**src/include/mips_defines.svh**
```systemverilog
`ifndef MIPS_DEFINES_SVH
`define MIPS_DEFINES_SVH

// first instruction sits one word above address 0
`define RESET_VECTOR 32'h0000_0004
`define RAM_WORDS    256

// primary opcodes
`define OP_SPECIAL 6'h00
`define OP_ADDIU   6'h09
`define OP_LW      6'h23
`define OP_SW      6'h2b

// funct codes under OP_SPECIAL
`define FN_SLL  6'h00
`define FN_JR   6'h08
`define FN_ADDU 6'h21
`define FN_SUBU 6'h23
`define FN_AND  6'h24
`define FN_OR   6'h25
`define FN_SLT  6'h2a
`define FN_SLTU 6'h2b

`endif

```
**src/verilog/mips_pkg.sv**
```systemverilog
`include "mips_defines.svh"

package mips_pkg;

    localparam int RAM_AW = $clog2(`RAM_WORDS); // word index width into the RAM

    typedef logic [31:0]       word_t;
    typedef logic [4:0]        reg_idx_t;
    typedef logic [RAM_AW-1:0] ram_idx_t;

    // ********************
    // master side of the four-phase link

    // held stable by the master while req is high
    typedef struct packed {
        word_t addr;
        word_t wdata;
        logic  we;
    } bus_req_t;

    typedef struct packed {
        word_t rdata; // valid while ack is high
    } bus_rsp_t;

    // ********************
    // state machines

    typedef enum logic [2:0] {
        ST_IDLE,
        ST_FETCH,
        ST_EXEC,
        ST_MEM,
        ST_WB,
        ST_HALT
    } core_state_t;

    typedef enum logic [1:0] {
        ARB_IDLE,
        ARB_BUSY,
        ARB_ACK
    } arb_state_t;

endpackage

```
**src/verilog/bus_arbiter.sv**
```systemverilog
`timescale 1ns/1ns

module bus_arbiter
    import mips_pkg::*;
(
    input  logic       clk,
    input  logic       arst_n,
    input  logic       fetch_req,
    input  bus_req_t   fetch_bus_req,
    output logic       fetch_ack,
    output bus_rsp_t   fetch_bus_rsp,
    input  logic       lsu_req,
    input  bus_req_t   lsu_bus_req,
    output logic       lsu_ack,
    output bus_rsp_t   lsu_bus_rsp,
    output word_t      address,
    output logic       read,
    output logic       write,
    output word_t      writedata,
    output logic [3:0] byteenable,
    input  word_t      readdata,
    input  logic       waitrequest
);

    arb_state_t state_q;
    logic       owner_lsu_q; // 1 while the grant belongs to load/store
    logic       owner_req;
    bus_req_t   cur_q;
    word_t      rdata_q;

    assign owner_req = owner_lsu_q ? lsu_req : fetch_req;

    // ********************
    // grant and transfer sequencing

    always_ff @(posedge clk or negedge arst_n) begin
        if (!arst_n) begin
            state_q     <= ARB_IDLE;
            owner_lsu_q <= 1'b0;
        end else begin
            case (state_q)
                ARB_IDLE: begin
                    if (lsu_req || fetch_req) begin
                        state_q     <= ARB_BUSY;
                        owner_lsu_q <= lsu_req; // load/store wins a tie
                    end
                end
                ARB_BUSY: if (!waitrequest) state_q <= ARB_ACK;
                ARB_ACK:  if (!owner_req) state_q <= ARB_IDLE; // master has seen ack
                default:  state_q <= ARB_IDLE;
            endcase
        end
    end

    always_ff @(posedge clk) begin
        if (state_q == ARB_IDLE) begin
            cur_q <= lsu_req ? lsu_bus_req : fetch_bus_req;
        end
        if (state_q == ARB_BUSY && !waitrequest && !cur_q.we) begin
            rdata_q <= readdata;
        end
    end

    assign address    = cur_q.addr;
    assign writedata  = cur_q.wdata;
    assign read       = (state_q == ARB_BUSY) && !cur_q.we;
    assign write      = (state_q == ARB_BUSY) && cur_q.we;
    assign byteenable = 4'hf; // whole words only

    assign fetch_ack     = (state_q == ARB_ACK) && !owner_lsu_q;
    assign lsu_ack       = (state_q == ARB_ACK) && owner_lsu_q;
    assign fetch_bus_rsp = '{rdata: rdata_q};
    assign lsu_bus_rsp   = '{rdata: rdata_q};

    // an ack only ever answers the master that still holds its req
    a_fetch_ack_req: assert property (@(posedge clk) disable iff (!arst_n)
        $rose(fetch_ack) |-> fetch_req)
        else $error("bus_arbiter: fetch ack raised without a fetch request");

    a_lsu_ack_req: assert property (@(posedge clk) disable iff (!arst_n)
        $rose(lsu_ack) |-> lsu_req)
        else $error("bus_arbiter: lsu ack raised without an lsu request");

    a_fetch_stable: assert property (@(posedge clk) disable iff (!arst_n)
        (fetch_req && !fetch_ack) ##1 (fetch_req && !fetch_ack) |-> $stable(fetch_bus_req))
        else $error("bus_arbiter: fetch request changed while pending");

    a_lsu_stable: assert property (@(posedge clk) disable iff (!arst_n)
        (lsu_req && !lsu_ack) ##1 (lsu_req && !lsu_ack) |-> $stable(lsu_bus_req))
        else $error("bus_arbiter: lsu request changed while pending");

endmodule

```
**config.mk**
```make
export PLATFORM = sky130hd
export DESIGN_NAME = bus_arbiter
export DESIGN_NICKNAME = d
export VERILOG_FILES = /design/src/verilog/mips_pkg.sv /design/src/verilog/bus_arbiter.sv
export VERILOG_INCLUDE_DIRS = /design/src /design/src/include
export SDC_FILE = /design/constraint.sdc
export NUM_CORES = 1
export LEC_CHECK = 0
export CAP_MARGIN = 20
export CORE_AREA = 2 2 118 120
export DETAILED_ROUTE_END_ITERATION = 12
export DIE_AREA = 0 0 120 122
export DONT_BUFFER_PORTS = 1
export GPL_TIMING_DRIVEN = 0
export PLACE_DENSITY_LB_ADDON = 0.1
export SYNTH_ARGS = -nofsm -noshare
export SYNTH_HDL_FRONTEND = slang
export SYNTH_SLANG_ARGS = --single-unit
```
**constraint.sdc**
```tcl
create_clock -name clk -period 4.7 [get_ports clk]
set_clock_uncertainty 0.05 [all_clocks]
set_input_delay 0.705 -clock clk [delete_from_list [all_inputs] [get_ports clk]]
set_output_delay 0.705 -clock clk [all_outputs]
set_load 0.02 [all_outputs]
```
==> results of run 1 <==
==> report_power, final <==
part           leakage, nW  total, mW  switching, mW  internal, mW
clock network        0.133      0.706          0.296         0.410
logic                0.946       1.07          0.648         0.421
registers            0.952       1.48          0.140          1.34
==> metal layers <==
| metal | up-vias | share of wire | GRT usage |
|---|---|---|---|
| li1 | 977 | - | - |
| met5 | - | 0.0016 | 0 |
| met3 | 12 | 0.098 | 0.0454 |
| met4 | 2 | 0.018 | 0.0662 |
| met2 | 166 | 0.55 | 0.233 |
| met1 | 1033 | 0.33 | 0.125 |
==> kinds of logic (layout without fill, tap and decap cells) <==
logic type,Yosys count,count (layout),synth area share
AO/OA/AOI/OAI,2,2,0.00320
buffers and inverters,110,131,0.175
flip-flops,100,100,0.636
multiplexers,66,66,0.172
other,1,4,0.000799
AND/OR/NAND/NOR,12,12,0.0128
==> metrics by stage <==
step	utilization	power (mW)	instance area, um2	worst slack [ns]	instances
floorplan	-	2.36	4710	0.982	294
global placement	0.365	2.55	4930	-0.470	474
detailed placement	0.372	2.60	5030	2.58	478
CTS	0.394	3.32	5320	2.51	495
global route	0.394	3.41	5320	2.45	495
finish	0.394	3.26	5320	2.53	495
==> final cells by class <==
type / count / share of cell area
plain buffers: 108 / 0.153
clock buffers: 13 / 0.0452
clock inverters: 3 / 0.00706
inverters: 2 / 0.00141
multi-input cells: 84 / 0.171
flip-flops and latches: 100 / 0.562
well taps: 180 / 0.0424
repair buffers: 5 / 0.0179
==> layout by cell type (no fill, tap or decap), types with 3 or more instances in the layout <==
cell and n:
buf_2 4, buf_4 100, buf_6 4, clkbuf_1 4
clkbuf_16 9, conb_1 4, dfrtp_1 3, edfxtp_1 97
mux2_2 48, mux2_4 17, nor2_1 4
==> sequential cells by signal (all words and copies together) (netlist names) <==
signal	flops
address	32
cur_q	1
fetch_bus_rsp	32
owner_lsu_q	1
state_q	2
writedata	32
==> timing repair <==
item / CTS / global route
hold buffers: 1 / 0
hold endpoints to repair: 3 / 0
buffers inserted: 0 / 0
==> final timing paths <==
path / start / end / slack, ns / depth (start not counted)
worst min register to register: state_q[1] / state_q[0] / 0.51 / 1
worst min-delay path: readdata[3] / fetch_bus_rsp[3] / 0.41 / 0
worst max register to register: state_q[1] / fetch_bus_rsp[26] / 2.64 / 4
min in group asynchronous: arst_n / state_q[1] / 0.59 / 1
worst max-delay path: state_q[1] / read / 2.53 / 2
max in group asynchronous: arst_n / owner_lsu_q / 3.84 / 1
==> critical path: stages (launching register included) <==
cell      delay (ns)
dfrtp_1         0.44
nand2b_1        0.24
nor2_1          0.40
==> impl_metrics.csv, run 1 <==
group,metric,value,unit
drt,totalWireLength,9.71,mm
yosys,post-synth-top-count-cell,"buf_4",
grt,grt_pass1_vias,2278,
cts,cts-buffers-inserted,9,
drt,routedWlPerCell,19.6,um
timing,maximum_clock_rate,0.460,GHz
timing,total_setup_violations_reported_at_the_end_of_the_flow,0,
cts,cts.root.buffer_cell,"clkbuf_16",
final_layout,filler_cell_count,1237,
drt,detail_route.drc_violations,0,
final_layout,syn_to_final_growth,13.2,%
yosys,post_synth_instance_area,0.00470,mm2
pwr,p_per_area,612,mW/mm2
cts,post_cts_resize_count,0,
yosys,ys_warn_count,0,
floorplanning,top_level_ports,303,
worst_setup_path,crit_arrival,1.42,ns
yosys,synth_edf_count,97,
grt,grt_antenna_before_repair,1,
timing,report.final.hold_viol_count,0,
timing,slew_headroom,0.460,
placement,hpwlAfterDp,7.66,mm
worst_setup_path,crit_path_end_kind,"output pin",
drt,drt-initial-drc-count,70,
yosys,fraction_of_the_yosys_area_taken_by_sequential_cells,0.636,
yosys,synth.top_cells.by_area,"edfxtp_1, buf_4, mux2_2",
timing,post-route-period-util,0.462,
final_layout,area.sequential,0.00299,mm2
timing,holdWs,0.406,ns
final_layout,num_antenna_cells,0,
grt,grt_first_pass_wirelength,13.1,mm
placement,place.port_buffers,0,
yosys,post_synthesis_cells,291,
flow_run,max_cap_viol_count,0,
yosys,synth_top_cells_by_count,"buf_4, edfxtp_1, mux2_2, mux2_4, nor2_1",
pwr,max-vdd-ir-drop,0.221,mV
final_layout,fin_nets,477,
drt,route.detailed.vias_per_inst,4.42,
timing,finalWorstPathRequiredPeriod,2.17,ns
yosys,post-synth-top-area-cell,"edfxtp_1",
yosys,avgSynthCellArea,16.1,um2
final_layout,multi_input_gate_area,908,um2
yosys,dominant_synthesized_flop_cell,"edfxtp_1",
placement,weighted_congestion_reported_at_the_end_of_routability_driven_placement,0.654,
cts,htree_levels,3,
grt,groute.usage.overall,0.127,
worst_setup_path,cp.required,3.94,ns
cts,clock_insertion_delay_worst_skew,0.34,ns
cts,max-clock-path-buffers,2,
final_layout,drive_above_1_share,0.600,
drt,drt-pass1-iter-count,3,
timing,tightest_pin_transition,0.806,ns
status,run_status,"finished clean",
worst_setup_path,critical_path.startpoint_type,"register",
floorplanning,core_outline_area,0.0135,mm2
timing,grt_setup_unrepaired,"no",
timing,drv_slew,0,
cts,cts.reportedPaths.clkPinSlew,0.06,ns
drt,vias,2190,
floorplanning,initial_core_util,0.348,
grt,grt_start_max_net_pins,25,
floorplanning,die_width,120,um
cts,cts_num_sinks,100,
yosys,ys_types,17,
floorplanning,floorplan.die_area,0.0146,mm2
drt,detail-route-antenna-nets,0,
hold_path,hp-class,"in -> reg",
yosys,synth_register_bits,100,
timing,setup-tns-final,0,ns
yosys,synthDominantCellAreaShare,0.620,
grt,global_route_overflow,0,
worst_setup_path,timing_worst_setup_path_type,"reg -> out",
worst_setup_path,crit_fanout,5,
floorplanning,row_count,43,
cts,cts_tree,"built",
pwr,total_leakage_power,2.03,nW
floorplanning,die_h,122,um
yosys,synth_async_sr_flop_share,0.0300,
(Power assumes the default switching activity.)
==> inputs of run 2 (changes only) <==
==> constraint.sdc (replaced) <==
create_clock -name clk -period 2.2 [get_ports clk]
set_clock_uncertainty 0.05 [all_clocks]
set_input_delay 0.33 -clock clk [delete_from_list [all_inputs] [get_ports clk]]
set_output_delay 0.33 -clock clk [all_outputs]
set_load 0.02 [all_outputs]
==> run 2 against run 1 <==
Cell count up 2.6%. Critical path depth rose by 1. Count of clock-buffer cells in the layout down 3. First-iteration DRC count increased by 77%. Sequential share of layout area down 1.5 points. Combinational power grew 110%. Clock power up 120%. Via count rose by 1.1%. Flip-flop and latch count stayed put. Sequential power up 110%. Non-clock buffer count up 13.
==> impl_metrics.csv, run 2 (same netlist as run 1, synthesis figures left out) <==
group,metric,value,unit
worst_setup_path,crit_arrival,1.85,ns
cts,cts.root.buffer_cell,"clkbuf_16",
drt,drt-initial-drc-count,124,
cts,max-clock-path-buffers,2,
timing,maximum_clock_rate,0.541,GHz
final_layout,fin_nets,490,
worst_setup_path,worst_path_slowest_cell,"nor3_4",
drt,totalWireLength,9.51,mm
drt,route.detailed.vias_per_inst,4.36,
final_layout,multi_input_gate_area,915,um2
timing,total_setup_violations_reported_at_the_end_of_the_flow,0,
timing,post-route-period-util,0.841,
worst_setup_path,critical-path-top-delay-family,"simple AND/OR/NAND/NOR gates",
cts,cts-buffers-inserted,9,
pwr,total_leakage_power,2.08,nW
timing,finalWorstPathRequiredPeriod,1.85,ns
flow_run,max_cap_viol_count,0,
hold_path,hp-class,"in -> reg",
worst_setup_path,crit_path_end_kind,"register",
floorplanning,top_level_ports,303,
timing,report.final.hold_viol_count,0,
timing,setup-tns-final,0,ns
grt,grt_first_pass_wirelength,12.9,mm
final_layout,filler_cell_count,1249,
floorplanning,core_outline_area,0.0135,mm2
timing,grt_setup_unrepaired,"no",
worst_setup_path,critical_path.cell_chain,"nand2b_1 > nor3_4 > buf_16",
cts,htree_levels,3,
grt,grt_antenna_before_repair,0,
timing,slew_headroom,0.559,
cts,clock_insertion_delay_worst_skew,0.34,ns
pwr,p_per_area,1280,mW/mm2
floorplanning,row_count,43,
placement,placed_cells_incl_taps,477,
worst_setup_path,timing_worst_setup_path_type,"reg -> reg",
grt,grt_pass1_vias,2203,
placement,weighted_congestion_reported_at_the_end_of_routability_driven_placement,0.691,
worst_setup_path,crit_fanout,21,
floorplanning,floorplan.die_area,0.0146,mm2
floorplanning,initial_core_util,0.348,
pwr,fin_total_pwr,6.97,mW
grt,groute.usage.overall,0.124,
worst_setup_path,worst-path-buf-inv,1,
drt,routedWlPerCell,18.7,um
final_layout,num_antenna_cells,0,
placement,hpwlAfterDp,7.41,mm
drt,vias,2214,
worst_setup_path,cp.required,2.20,ns
drt,detail-route-antenna-nets,0,
worst_setup_path,critical_path.startpoint_type,"register",
final_layout,most_common_cell_after_layout_fill_and_taps_aside,"buf_4",
drt,drt-pass1-iter-count,4,
timing,holdWs,0.0344,ns
grt,global_route_overflow,0,
drt,detail_route.drc_violations,0,
cts,cts.reportedPaths.clkPinSlew,0.07,ns
placement,place.port_buffers,0,
cts,cts_num_sinks,100,
final_layout,most_frequent_cells_in_the_layout,"buf_4, edfxtp_1, mux2_2",
floorplanning,die_width,120,um
timing,drv_slew,0,
status,run_status,"finished clean",
final_layout,layout.core_utilization,0.405,
cts,cts_tree,"built",
final_layout,layout.cells.non_filler,508,
worst_setup_path,timing.critical_path.slowest_cell_delay,0.55,ns
grt,grt_start_max_net_pins,33,
pwr,max-vdd-ir-drop,0.722,mV
final_layout,drive_above_1_share,0.585,
final_layout,syn_to_final_growth,16.3,%
timing,tightest_pin_transition,0.660,ns
final_layout,area.sequential,0.00299,mm2
floorplanning,die_h,122,um
[run 2: changes by cell type in the layout (fill, tap and decap cells not counted), moves of 2 or more]
cell / change
dlygate4sd3_1: +14
buf_8: -2
clkbuf_1: -3
buf_12: +2
clkinvlp_4: +3
[run 2: worst register-to-register path, delay by kind of cell (launching register included)]
family                 cells  cell delay [ns]
AND/OR/NAND/NOR            2             0.81
buffers and inverters      1             0.24
flip-flops                 1             0.44
[run 2: path summary, 6_finish.rpt]
kind	start	end	slack [ns]	cells past startpoint
min in group asynchronous	arst_n	state_q[1]	0.19	1
max reg2reg	state_q[1]	fetch_bus_rsp[7]	0.35	3
max in group asynchronous	arst_n	state_q[0]	1.76	1
min	readdata[2]	fetch_bus_rsp[2]	0.03	0
max	state_q[1]	fetch_bus_rsp[7]	0.35	3
min reg2reg	state_q[1]	state_q[0]	0.53	1
[run 2: what timing repair did]
item,4_1_cts,5_1_grt
gates resized for setup,0,0
buffers inserted,0,0
endpoints found under the hold margin,3,14
endpoints found under the setup margin,0,0
hold buffers,1,14
[run 2: routing by layer]
metal,global-route usage,vias to the layer above,wire [um],part of all wire
met2,0.228,163,5200,0.55
li1,-,1003,-,-
met1,0.118,1041,3200,0.34
met5,0,-,0,0
met3,0.0688,7,1020,0.11
met4,0.0353,0,91,0.0096
[run 2: final cells by class]
class                   count  share of cell area
flip-flops and latches    100               0.547
multi-input cells          84               0.167
plain buffers             108               0.149
clock buffers              10              0.0419
well taps                 180              0.0412
repair buffers             18              0.0399
clock inverters             6              0.0119
inverters                   2             0.00137
[run 2: power breakdown]
group | switching, mW | internal, mW | leakage (nW) | total (mW)
clock network | 0.672 | 0.880 | 0.132 | 1.55
logic | 1.38 | 0.882 | 0.998 | 2.26
registers | 0.301 | 2.86 | 0.952 | 3.16
[run 2: metrics by stage]
stage / instance area [um2] / setup WS (ns)
after floorplan: 4730 / 0.299
after global placement: 4950 / -0.213
after detailed placement: 5020 / 0.352
after CTS: 5320 / 0.332
after global routing: 5460 / 0.237
final: 5460 / 0.351
==> inputs of run 3 (changes only) <==
==> constraint.sdc (replaced) <==
create_clock -name clk -period 1.7 [get_ports clk]
set_clock_uncertainty 0.05 [all_clocks]
set_input_delay 0.255 -clock clk [delete_from_list [all_inputs] [get_ports clk]]
set_output_delay 0.255 -clock clk [all_outputs]
set_load 0.02 [all_outputs]
==> run 3 against run 2 <==
Worst setup slack lost 0.25 ns. Final area grew 4.6%. Cell count grew 4.5%. Flip-flop and latch count is the same. Die area is the same. Critical path depth shrank 1. Critical endpoint is now fetch_ack. Largest power group unchanged.
==> impl_metrics.csv, run 3 (same netlist as run 1, synthesis figures left out) <==
group,metric,value,unit
worst_setup_path,number_of_cells_traversed_by_the_worst_register_to_register_path,4,
hold_path,hp-start,"waitrequest",
timing,setup_slack,0.0996,ns
final_layout,most_common_cell_after_layout_fill_and_taps_aside,"buf_4",
timing,maximum_clock_rate,0.625,GHz
final_layout,most_frequent_cells_in_the_layout,"buf_4, edfxtp_1, mux2_2",
pwr,total_leakage_power,2.20,nW
final_layout,syn_to_final_growth,21.6,%
drt,detail-route-antenna-nets,0,
worst_setup_path,timing.reg2reg.setup_slack,0.24,ns
worst_setup_path,crit_path_end,"fetch_ack",
placement,hpwlAfterDp,7.30,mm
floorplanning,floorplan.die_area,0.0146,mm2
final_layout,fin_nets,513,
floorplanning,core_outline_area,0.0135,mm2
drt,drt-pass1-iter-count,3,
final_layout,num_antenna_cells,0,
floorplanning,initial_core_util,0.348,
timing,setup-tns-final,0,ns
drt,vias,2308,
placement,weighted_congestion_reported_at_the_end_of_routability_driven_placement,0.679,
cts,cts_tree,"built",
cts,clock_insertion_delay_worst_skew,0.34,ns
cts,cts.reportedPaths.clkPinSlew,0.06,ns
worst_setup_path,cp-startpoint,"state_q[0]",
grt,grt_start_max_net_pins,35,
final_layout,final_design_area_no_fill,0.00571,mm2
grt,grt_antenna_before_repair,0,
placement,dpl-instance-area,0.00503,mm2
timing,finalWorstPathRequiredPeriod,1.60,ns
placement,place.port_buffers,0,
final_layout,layout.core_utilization,0.423,
hold_path,hp-class,"in -> reg",
timing,grt_setup_unrepaired,"no",
grt,grt_first_pass_wirelength,12.8,mm
flow_run,max_cap_viol_count,0,
pwr,max-vdd-ir-drop,0.533,mV
worst_setup_path,startpoint_of_the_most_critical_register_to_register_path,"state_q[1]",
timing,drv_slew,0,
cts,htree_levels,3,
floorplanning,die_h,122,um
timing,report.final.hold_viol_count,0,
cts,cts_num_sinks,100,
timing,post-route-period-util,0.941,
floorplanning,top_level_ports,303,
pwr,p_per_area,1600,mW/mm2
worst_setup_path,crit_path_end_kind,"output pin",
drt,route.detailed.vias_per_inst,4.35,
placement,preCtsSetupSlack,-0.165,ns
final_layout,drive_above_1_share,0.570,
cts,cts.root.buffer_cell,"clkbuf_16",
floorplanning,row_count,43,
worst_setup_path,crit_arrival,1.30,ns
final_layout,layout.cells.non_filler,531,
timing,total_setup_violations_reported_at_the_end_of_the_flow,0,
drt,routedWlPerCell,18.0,um
drt,detail_route.drc_violations,0,
worst_setup_path,reg2reg_to,"fetch_bus_rsp[11]",
cts,cts-buffers-inserted,9,
worst_setup_path,timing_worst_setup_path_type,"reg -> out",
drt,totalWireLength,9.55,mm
drt,drt-initial-drc-count,106,
worst_setup_path,crit_fanout,6,
placement,placed_cells_incl_taps,477,
grt,groute.usage.overall,0.123,
status,run_status,"finished clean",
grt,global_route_overflow,0,
worst_setup_path,critical_path.startpoint_type,"register",
grt,grt_pass1_vias,2285,
floorplanning,die_width,120,um
cts,max-clock-path-buffers,2,
worst_setup_path,cp.required,1.39,ns
==> run 3: area by class of cell <==
type,instances,area [um2]
fillers,1225,7790
plain buffers,108,816
repair buffers,41,458
clock buffers,10,229
inverters,2,7.51
clock inverters,6,55.1
flip-flops and latches,100,2990
well taps,180,225
multi-input cells,84,932
==> run 3: power by group <==
part           internal (mW)  switching [mW]  leakage (nW)
clock                   1.13           0.851         0.139
sequential              3.70           0.407         0.951
combinational           1.27            1.81          1.11
==> run 3: metal layers <==
layer  vias up  wire length, um  global-route usage
met4         0              189              0.0662
met5         -                0                   0
met1      1088             3110               0.116
met3        11              866              0.0421
li1       1050                -                   -
met2       159             5390               0.232
==> run 3: worst max-delay path: stages (launching register included) <==
cell and delay [ns]:
dfrtp_2 0.46, nand2b_1 0.22, nor2_2 0.27
==> run 3: repair_timing <==
action	4_1_cts	5_1_grt
gates resized for setup	4	0
hold endpoints to repair	36	0
hold buffers	34	0
buffers inserted	4	0
endpoints found under the setup margin	59	0
==> run 3: how the worst min path moves through the flow <==
stage	to	cells past startpoint
finish	state_q[0]	2
floorplan	owner_lsu_q	0
detailed placement	state_q[1]	0
CTS	state_q[0]	2
global placement	state_q[0]	0
global route	state_q[0]	2
==> run 3: stage by stage <==
stage | power, mW | hold WS, ns
final | 9.17 | 0.0331
after global routing | 9.61 | 0.0340
after CTS | 9.32 | 0.0120
after detailed placement | 7.17 | -0.0902
after global placement | 6.99 | -0.0902
after floorplan | 6.52 | -0.0906
